$ cat src/verilog/vgaPkg.sv
package vgaPkg;

	// Frame buffer addressing
	localparam int verticalAddrBits = 7;
	localparam int horizontalAddrBits = 6;
	localparam int memAddrBits = verticalAddrBits + horizontalAddrBits;

	// Five 6-bit pixels are packed into each 32-bit word
	localparam int pixelBits = 6;
	localparam int subPixelMax = 4;

	// Register bus
	localparam int regAddrBits = 12;
	localparam logic [regAddrBits-1:0] regControl = 12'h000;
	localparam logic [regAddrBits-1:0] regHVisible = 12'h010;
	localparam logic [regAddrBits-1:0] regHFrontPorch = 12'h014;
	localparam logic [regAddrBits-1:0] regHSync = 12'h018;
	localparam logic [regAddrBits-1:0] regHWholeLine = 12'h01C;
	localparam logic [regAddrBits-1:0] regVVisible = 12'h020;
	localparam logic [regAddrBits-1:0] regVFrontPorch = 12'h024;
	localparam logic [regAddrBits-1:0] regVSync = 12'h028;
	localparam logic [regAddrBits-1:0] regVWholeLine = 12'h02C;

	typedef logic [10:0] hCount_t;
	typedef logic [9:0] vCount_t;

	typedef struct packed {
		logic we;
		logic oe;
		logic [regAddrBits-1:0] address;
		logic [3:0] byteSelect;
		logic [31:0] writeData;
	} busReq_t;

	typedef struct packed {
		logic readValid;
		logic [31:0] readData;
	} busRsp_t;

	typedef struct packed {
		logic vsyncIrqEnable;
		logic hsyncIrqEnable;
		logic enableOutput;
		logic [3:0] verticalPixelSize;
		logic [3:0] horizontalPixelSize;
	} vgaControl_t;

	typedef struct packed {
		hCount_t hVisibleEnd;
		hCount_t hFrontPorchEnd;
		hCount_t hSyncEnd;
		hCount_t hWholeLineEnd;
		vCount_t vVisibleEnd;
		vCount_t vFrontPorchEnd;
		vCount_t vSyncEnd;
		vCount_t vWholeLineEnd;
	} axisTiming_t;

	typedef struct packed {
		logic inHVisible;
		logic inVVisible;
		logic hVisibleEnd;
		logic hLineEnd;
		logic hsync;
		logic vsync;
	} scanState_t;

	typedef struct packed {
		logic fetch;
		logic [memAddrBits-1:0] address;
	} memReq_t;

	// Control word as seen on the bus; bits 8 and 9 are not implemented
	localparam logic [12:0] controlDefault = 13'h0AA;
	localparam logic [12:0] controlWriteMask = 13'h1CFF;

	// 800 x 600 at 60 Hz
	localparam axisTiming_t timingDefault = '{
		hVisibleEnd: 11'd799,
		hFrontPorchEnd: 11'd839,
		hSyncEnd: 11'd967,
		hWholeLineEnd: 11'd1055,
		vVisibleEnd: 10'd599,
		vFrontPorchEnd: 10'd600,
		vSyncEnd: 10'd604,
		vWholeLineEnd: 10'd627
	};

endpackage

$ cat src/verilog/vgaConfigRegs.sv
`timescale 1ns/1ps

module vgaConfigRegs (
	input logic vga_clk,
	input logic rst,
	input vgaPkg::busReq_t bus,
	output vgaPkg::busRsp_t busRsp,
	output vgaPkg::vgaControl_t control,
	output vgaPkg::axisTiming_t timing
);
	import vgaPkg::*;

	logic [12:0] controlBits;
	axisTiming_t timingRegs;
	logic readValid;
	logic [31:0] readData;
	logic [31:0] readMux;

	// Replace the byte lanes picked by byteSelect with the bus write data
	function automatic logic [31:0] laneMerge(input logic [31:0] current);
		logic [31:0] merged;
		merged = current;
		for (int i = 0; i < 4; i++) begin
			if (bus.byteSelect[i])
				merged[8*i +: 8] = bus.writeData[8*i +: 8];
		end
		return merged;
	endfunction

	always_ff @(posedge vga_clk) begin
		if (rst) begin
			controlBits <= controlDefault;
			timingRegs <= timingDefault;
		end else if (bus.we) begin
			case (bus.address)
				regControl:
					controlBits <= 13'(laneMerge(32'(controlBits))) & controlWriteMask;
				regHVisible:
					timingRegs.hVisibleEnd <= hCount_t'(laneMerge(32'(timingRegs.hVisibleEnd)));
				regHFrontPorch:
					timingRegs.hFrontPorchEnd <= hCount_t'(laneMerge(32'(timingRegs.hFrontPorchEnd)));
				regHSync:
					timingRegs.hSyncEnd <= hCount_t'(laneMerge(32'(timingRegs.hSyncEnd)));
				regHWholeLine:
					timingRegs.hWholeLineEnd <= hCount_t'(laneMerge(32'(timingRegs.hWholeLineEnd)));
				regVVisible:
					timingRegs.vVisibleEnd <= vCount_t'(laneMerge(32'(timingRegs.vVisibleEnd)));
				regVFrontPorch:
					timingRegs.vFrontPorchEnd <= vCount_t'(laneMerge(32'(timingRegs.vFrontPorchEnd)));
				regVSync:
					timingRegs.vSyncEnd <= vCount_t'(laneMerge(32'(timingRegs.vSyncEnd)));
				regVWholeLine:
					timingRegs.vWholeLineEnd <= vCount_t'(laneMerge(32'(timingRegs.vWholeLineEnd)));
				default: ;
			endcase
		end
	end

	// Unmapped offsets read as all ones
	always_comb begin
		case (bus.address)
			regControl: readMux = 32'(controlBits);
			regHVisible: readMux = 32'(timingRegs.hVisibleEnd);
			regHFrontPorch: readMux = 32'(timingRegs.hFrontPorchEnd);
			regHSync: readMux = 32'(timingRegs.hSyncEnd);
			regHWholeLine: readMux = 32'(timingRegs.hWholeLineEnd);
			regVVisible: readMux = 32'(timingRegs.vVisibleEnd);
			regVFrontPorch: readMux = 32'(timingRegs.vFrontPorchEnd);
			regVSync: readMux = 32'(timingRegs.vSyncEnd);
			regVWholeLine: readMux = 32'(timingRegs.vWholeLineEnd);
			default: readMux = '1;
		endcase
	end

	always_ff @(posedge vga_clk) begin
		if (rst)
			readValid <= 1'b0;
		else
			readValid <= bus.oe;
	end

	always_ff @(posedge vga_clk) begin
		if (bus.oe)
			readData <= readMux;
	end

	assign busRsp.readValid = readValid;
	assign busRsp.readData = readData;

	assign control.vsyncIrqEnable = controlBits[12];
	assign control.hsyncIrqEnable = controlBits[11];
	assign control.enableOutput = controlBits[10];
	assign control.verticalPixelSize = controlBits[7:4];
	assign control.horizontalPixelSize = controlBits[3:0];
	assign timing = timingRegs;

endmodule

$ cat src/verilog/syncTimingGen.sv
`timescale 1ns/1ps

module syncTimingGen (
	input logic vga_clk,
	input logic rst,
	input logic enable,
	input vgaPkg::axisTiming_t timing,
	output vgaPkg::scanState_t scan
);
	import vgaPkg::*;

	hCount_t hCount;
	vCount_t vCount;
	logic inHVisible;
	logic inVVisible;
	logic hsync;
	logic vsync;

	logic hVisibleEnd;
	logic hFrontPorchEnd;
	logic hSyncEnd;
	logic hLineEnd;
	logic vVisibleEnd;
	logic vFrontPorchEnd;
	logic vSyncEnd;
	logic vFrameEnd;

	assign hVisibleEnd = hCount == timing.hVisibleEnd;
	assign hFrontPorchEnd = hCount == timing.hFrontPorchEnd;
	assign hSyncEnd = hCount == timing.hSyncEnd;
	assign hLineEnd = hCount == timing.hWholeLineEnd;

	assign vVisibleEnd = vCount == timing.vVisibleEnd;
	assign vFrontPorchEnd = vCount == timing.vFrontPorchEnd;
	assign vSyncEnd = vCount == timing.vSyncEnd;
	assign vFrameEnd = vCount == timing.vWholeLineEnd;

	// Horizontal axis steps every pixel clock
	always_ff @(posedge vga_clk) begin
		if (rst || !enable) begin
			hCount <= '0;
			inHVisible <= 1'b1;
			hsync <= 1'b1;
		end else begin
			hCount <= hLineEnd ? '0 : hCount + 11'd1;
			if (hVisibleEnd)
				inHVisible <= 1'b0;
			else if (hLineEnd)
				inHVisible <= 1'b1;
			if (hFrontPorchEnd)
				hsync <= 1'b0;
			else if (hSyncEnd)
				hsync <= 1'b1;
		end
	end

	// Vertical axis steps once per line
	always_ff @(posedge vga_clk) begin
		if (rst || !enable) begin
			vCount <= '0;
			inVVisible <= 1'b1;
			vsync <= 1'b1;
		end else if (hLineEnd) begin
			vCount <= vFrameEnd ? '0 : vCount + 10'd1;
			if (vVisibleEnd)
				inVVisible <= 1'b0;
			else if (vFrameEnd)
				inVVisible <= 1'b1;
			if (vFrontPorchEnd)
				vsync <= 1'b0;
			else if (vSyncEnd)
				vsync <= 1'b1;
		end
	end

	assign scan.inHVisible = inHVisible;
	assign scan.inVVisible = inVVisible;
	assign scan.hVisibleEnd = enable && hVisibleEnd;
	assign scan.hLineEnd = enable && hLineEnd;
	assign scan.hsync = hsync;
	assign scan.vsync = vsync;

endmodule

$ cat src/verilog/pixelAddressGen.sv
`timescale 1ns/1ps

module pixelAddressGen (
	input logic vga_clk,
	input logic rst,
	input vgaPkg::vgaControl_t control,
	input vgaPkg::scanState_t scan,
	output vgaPkg::memReq_t memReq,
	output logic [2:0] subPixel
);
	import vgaPkg::*;

	logic [3:0] hStretch;
	logic [3:0] hStretchNext;
	logic [3:0] vStretch;
	logic [3:0] vStretchNext;
	logic [2:0] subCount;
	logic [2:0] subCountNext;
	logic [horizontalAddrBits-3:0] column;
	logic [horizontalAddrBits-3:0] columnNext;
	logic [verticalAddrBits-1:0] row;
	logic [verticalAddrBits-1:0] rowNext;

	always_comb begin
		hStretchNext = hStretch;
		vStretchNext = vStretch;
		subCountNext = subCount;
		columnNext = column;
		rowNext = row;

		// Outside the visible rows everything rewinds to the frame origin
		if (!control.enableOutput || !scan.inVVisible) begin
			hStretchNext = '0;
			vStretchNext = '0;
			subCountNext = '0;
			columnNext = '0;
			rowNext = '0;
		end else begin
			if (scan.inHVisible) begin
				if (hStretch + 4'd1 == control.horizontalPixelSize) begin
					hStretchNext = '0;
					if (subCount == 3'(subPixelMax)) begin
						subCountNext = '0;
						columnNext = column + 1'b1;
					end else begin
						subCountNext = subCount + 3'd1;
					end
				end else begin
					hStretchNext = hStretch + 4'd1;
				end
			end else begin
				hStretchNext = '0;
				subCountNext = '0;
				columnNext = '0;
			end

			// Row advances once verticalPixelSize lines have been drawn
			if (scan.hVisibleEnd) begin
				if (vStretch + 4'd1 == control.verticalPixelSize) begin
					vStretchNext = '0;
					rowNext = row + 1'b1;
				end else begin
					vStretchNext = vStretch + 4'd1;
				end
			end
		end
	end

	always_ff @(posedge vga_clk) begin
		if (rst) begin
			hStretch <= '0;
			vStretch <= '0;
			subCount <= '0;
			column <= '0;
			row <= '0;
			subPixel <= '0;
		end else begin
			hStretch <= hStretchNext;
			vStretch <= vStretchNext;
			subCount <= subCountNext;
			column <= columnNext;
			row <= rowNext;
			// Lines up with the word latched in the output stage
			subPixel <= subCount;
		end
	end

	// Address from the next counter values so data returns a cycle after the step
	assign memReq.fetch = control.enableOutput && (rowNext != row || columnNext != column);
	assign memReq.address = {rowNext, columnNext, 2'b00};

endmodule

$ cat src/verilog/videoOutputStage.sv
`timescale 1ns/1ps

module videoOutputStage (
	input logic vga_clk,
	input logic rst,
	input vgaPkg::vgaControl_t control,
	input vgaPkg::scanState_t scan,
	input logic fetch,
	input logic [31:0] memData,
	input logic [2:0] subPixel,
	output logic [1:0] vgaR,
	output logic [1:0] vgaG,
	output logic [1:0] vgaB,
	output logic vgaHsync,
	output logic vgaVsync,
	output logic [1:0] vgaIrq
);
	import vgaPkg::*;

	logic loadWord;
	logic [subPixelMax:0][pixelBits-1:0] pixelWord;
	logic [pixelBits-1:0] pixel;
	logic onScreen;
	logic lastHsync;
	logic lastVsync;

	// Memory data is valid the cycle after fetch
	always_ff @(posedge vga_clk) begin
		if (rst)
			loadWord <= 1'b0;
		else
			loadWord <= fetch;
	end

	always_ff @(posedge vga_clk) begin
		if (loadWord)
			pixelWord <= memData[(subPixelMax+1)*pixelBits-1:0];
	end

	assign pixel = (subPixel <= 3'(subPixelMax)) ? pixelWord[subPixel] : pixelWord[0];
	assign onScreen = control.enableOutput && scan.inHVisible && scan.inVVisible;

	// Red sits in the low bits of each pixel
	assign vgaR = onScreen ? pixel[1:0] : 2'b00;
	assign vgaG = onScreen ? pixel[3:2] : 2'b00;
	assign vgaB = onScreen ? pixel[5:4] : 2'b00;

	assign vgaHsync = control.enableOutput ? scan.hsync : 1'b1;
	assign vgaVsync = control.enableOutput ? scan.vsync : 1'b1;

	always_ff @(posedge vga_clk) begin
		if (rst) begin
			lastHsync <= 1'b1;
			lastVsync <= 1'b1;
		end else begin
			lastHsync <= vgaHsync;
			lastVsync <= vgaVsync;
		end
	end

	// Falling sync edge gives a one-cycle interrupt pulse
	assign vgaIrq[1] = control.vsyncIrqEnable && lastVsync && !vgaVsync;
	assign vgaIrq[0] = control.hsyncIrqEnable && lastHsync && !vgaHsync;

endmodule

$ cat src/verilog/vgaController.sv
`timescale 1ns/1ps

module vgaController (
	input logic vga_clk,
	input logic rst,
	input vgaPkg::busReq_t bus,
	output vgaPkg::busRsp_t busRsp,
	output vgaPkg::memReq_t memReq,
	input logic [31:0] memData,
	output logic [1:0] vgaR,
	output logic [1:0] vgaG,
	output logic [1:0] vgaB,
	output logic vgaHsync,
	output logic vgaVsync,
	output logic [1:0] vgaIrq
);
	import vgaPkg::*;

	vgaControl_t control;
	axisTiming_t timing;
	scanState_t scan;
	logic [2:0] subPixel;

	vgaConfigRegs configRegs (
		.vga_clk(vga_clk),
		.rst(rst),
		.bus(bus),
		.busRsp(busRsp),
		.control(control),
		.timing(timing)
	);

	syncTimingGen timingGen (
		.vga_clk(vga_clk),
		.rst(rst),
		.enable(control.enableOutput),
		.timing(timing),
		.scan(scan)
	);

	pixelAddressGen addressGen (
		.vga_clk(vga_clk),
		.rst(rst),
		.control(control),
		.scan(scan),
		.memReq(memReq),
		.subPixel(subPixel)
	);

	videoOutputStage outputStage (
		.vga_clk(vga_clk),
		.rst(rst),
		.control(control),
		.scan(scan),
		.fetch(memReq.fetch),
		.memData(memData),
		.subPixel(subPixel),
		.vgaR(vgaR),
		.vgaG(vgaG),
		.vgaB(vgaB),
		.vgaHsync(vgaHsync),
		.vgaVsync(vgaVsync),
		.vgaIrq(vgaIrq)
	);

endmodule

$ cat config.mk
export PLATFORM = sky130hd
export DESIGN_NAME = vgaController
export DESIGN_NICKNAME = d
export VERILOG_FILES = /design/src/verilog/vgaPkg.sv /design/src/verilog/vgaConfigRegs.sv /design/src/verilog/syncTimingGen.sv /design/src/verilog/pixelAddressGen.sv /design/src/verilog/videoOutputStage.sv /design/src/verilog/vgaController.sv
export SDC_FILE = /design/constraint.sdc
export NUM_CORES = 1
export LEC_CHECK = 0
export BUFFER_PORTS_ARGS = -buffer_cell sky130_fd_sc_hd__buf_4
export CORE_MARGIN = 5
export CORE_UTILIZATION = 25
export DETAILED_ROUTE_END_ITERATION = 10
export GPL_TIMING_DRIVEN = 0
export HOLD_SLACK_MARGIN = 0.02
export PLACE_DENSITY = 0.4
export SYNTH_ARGS = -nofsm -noshare
export SYNTH_HDL_FRONTEND = slang
export SYNTH_SLANG_ARGS = --single-unit
$ cat constraint.sdc
create_clock -name vga_clk -period 3.5 [get_ports vga_clk]
set_input_delay 0.35 -clock vga_clk [delete_from_list [all_inputs] [get_ports vga_clk]]
set_output_delay 0.35 -clock vga_clk [all_outputs]
set_load 0.01 [all_outputs]
==> reports/metrics.csv <==
stage;metric;value;unit
status;status;completed;
global_routing;grt_pass1_vias;7942;
global_routing;antenna_found_initial;1;
global_routing;grt_overflow_total;0;
synth;synth_fa_ha_area_share;1.02;%
die;rows;72;
die;die_h;208;um
clock_tree;clock_latency;460;ps
clock_tree;cts_sinks;193;
finish;final_cell_mix;dfxtp_1 (147), buf_4 (126), nor2_1 (81);
global_routing;grt_max_degree;31;
timing;setup_viol_count_final;0;
die;coreArea;38700;um^2
synth;syn-mean-instance-area;9.56;um^2
timing;layout_setup_ws;229;ps
critical_path;worstPathRequired;3150;ps
drt;drt-wirelength-per-cell;21.0;um
clock_tree;clockBufferDepth;2;
clock_tree;cts_root_buffer;clkbuf_16;
synth;synth_seq_cells;193;
die;fp.dieW;208;um
drt;avgViaCountPerCell;4.82;
synth;synth_top_family_by_area;simple AND/OR/NAND/NOR gates;
finish;antennaDiodeCount;0;
drt;wirelength;35400;um
timing;slew_headroom;31.9;%
timing;max_freq;0.306;GHz
placement;place_ws;227;ps
synth;synth_cells;1028;
finish;drive_above_1_share;18.5;%
global_routing;grt_pass1_wl;52600;um
power_and_ir_drop;ir_worst_vdd;0.325;mV
synth;synth_top_area_cell;dfxtp_1;
timing;tns;0;ps
die;initial_core_util;25.4;%
power_and_ir_drop;p_per_area;395;nW/um^2
timing;fin_crit_sh;93.5;%
timing;worst_pin_slew;1020;ps
clock_tree;cts_tree;done;
drt;via_count;8107;
synth;yosys.area.top_type_share;30.4;%
min_path;hp-class;in -> reg;
clock_tree;cts_hold_buf;0;
drt;drtIter0Drc;633;
die;num_io_pins;141;
finish;fin_cells;1682;
drt;route.detailed.drc;0;
synth;yosys.area_share.simple;20.6;%
finish;nFillCells;4129;
job;cap_violations;0;
clock_tree;numCtsBuffers;17;
synth;synth_warnings;0;
synth;synth_edf_count;44;
timing;rsz0062_at_grt;no;
placement;dp_cells;1651;
critical_path;cp-end-kind;output pin;
critical_path;crit_arrival;2920;ps
synth;synthMuxAreaShare;5.31;%
timing;drv_slew;0;
synth;synthTopCellsByArea;dfxtp_1 (30%), edfxtp_1 (13%), xnor2_1 (5.3%);
synth;ys.flop_type;dfxtp_1;
synth;postSynth.asyncResetShare;0;%
clock_tree;post_cts_buffers;0;
drt;drtPass1Iterations;5;
timing;hold_viol_final;0;
synth;ys_seq_area_share;43.8;%
synth;synth-xor-area-share;10.2;%
critical_path;startpoint_type;flop;
die;dieArea;43400;um^2
synth;synth_compound_area_share;13.6;%
drt;final_antenna_net_count;0;
critical_path;path_class;reg -> out;
finish;fin_nets;1243;
finish;final_common_cell;dfxtp_1;
synth;netlist_area;9820;um^2
placement;globalplace.congestion;0.893;
clock_tree;cts_htree_levels;4;
synth;synth.distinct_cells;65;
global_routing;grt.total_usage;16.0;%
timing;fin_crit;3270;ps
timing;finClkSkew;16.7;ps
placement;portBuffers;104;
clock_tree;clk_pin_slew;80;ps
critical_path;crit_fanout;10;
power_and_ir_drop;p_total;4.72;mW
placement;dp_hpwl;26900;um
power_and_ir_drop;p_leak;3.96;nW
finish;area_growth;21.4;%
[cell families after synthesis]
group           Yosys count
simple gates            376
fa+ha+maj                 8
compound gates          186
flops                   193
buf+inv                 111
xor+xnor                109
mux                      44
other cells               1
[state kept, by name, summed over array words and instances, names as in the netlist, 3 cells and up]
| signal | count |
|---|---|
| addressGen.row | 7 |
| addressGen.vStretch | 4 |
| addressGen.subCount | 3 |
| configRegs.readData | 14 |
| configRegs.controlBits | 11 |
| addressGen.subPixel | 3 |
| outputStage.pixelWord | 30 |
| configRegs.timing | 84 |
| timingGen.vCount | 10 |
| addressGen.hStretch | 4 |
| addressGen.column | 4 |
| timingGen.hCount | 11 |
[area by class of cell]
type	instances	area, um^2	share of cell area, %
Buffer	96	480	4.03
Clock buffer	21	482	4.04
Clock inverter	11	159	1.33
Inverter	14	52.6	0.441
Multi-Input combinational cell	725	5020	42.1
Sequential cell	193	4310	36.1
Tap cell	518	648	5.43
Timing Repair Buffer	104	781	6.55
[where the power goes]
| group | total (mW) | leakage, nW | switching (mW) | internal [mW] |
|---|---|---|---|---|
| sequential | 2.29 | 1.61 | 0.00547 | 2.28 |
| combinational | 0.245 | 2.03 | 0.148 | 0.0973 |
| clock | 2.19 | 0.323 | 0.936 | 1.25 |
[what timing repair did]
item	CTS	global route
setup endpoints to repair	8	6
gates cloned	0	0
pin swaps	1	0
gates resized for setup	3	5
hold endpoints to repair	0	0
[metal layers]
layer  GRT usage [%]  wire length (um)
met2            24.9             15800
met1            23.1             17300
met3            2.33              1600
met5               0                13
met4            4.89               703
[final timing paths]
path / to / start / slack [ps] / cells past startpoint
hold / removal: outputStage.pixelWord[2] / memData[2] / 60 / 1
hold reg to reg: addressGen.vStretch[1] / addressGen.vStretch[1] / 480 / 2
setup reg to reg: timingGen.vsync / timingGen.hCount[10] / 710 / 8
setup / recovery: memReq[6] / timingGen.hCount[2] / 230 / 8
[synthesized netlist by cell type, drive strengths merged, types with 8 or more instances]
master,n
inv,14
or4,12
o31ai,10
o21ai,18
and2,8
a211o,47
xnor2,59
clkbuf,50
edfxtp,44
buf,47
mux2i,33
a222oi,10
ha,8
dfxtp,149
nand4,21
nor3,15
and3,13
nor2,81
nand3,41
nor2b,52
xor2,47
nor4,18
nand2,80
a21oi,59
[critical path: stages, from the launching register on]
cell and delay [ps]:
dfxtp_1 310, buf_2 250, xor2_1 150, nor4_4 530
nand4_1 260, clkbuf_1 280, or3_1 390, a21oi_1 160
buf_4 140
[per-stage QoR]
step | utilization (%) | hold WS [ps] | area [um^2]
4_1_cts | 30.8 | 40.7 | 11900
3_5_place_dp | 29.1 | 470 | 11300
6_report | 30.8 | 64.2 | 11900
5_1_grt | 30.8 | 40.3 | 11900
3_3_place_gp | 29.1 | 468 | 11300
2_1_floorplan | - | 441 | 9830
(Power assumes the default switching activity.)
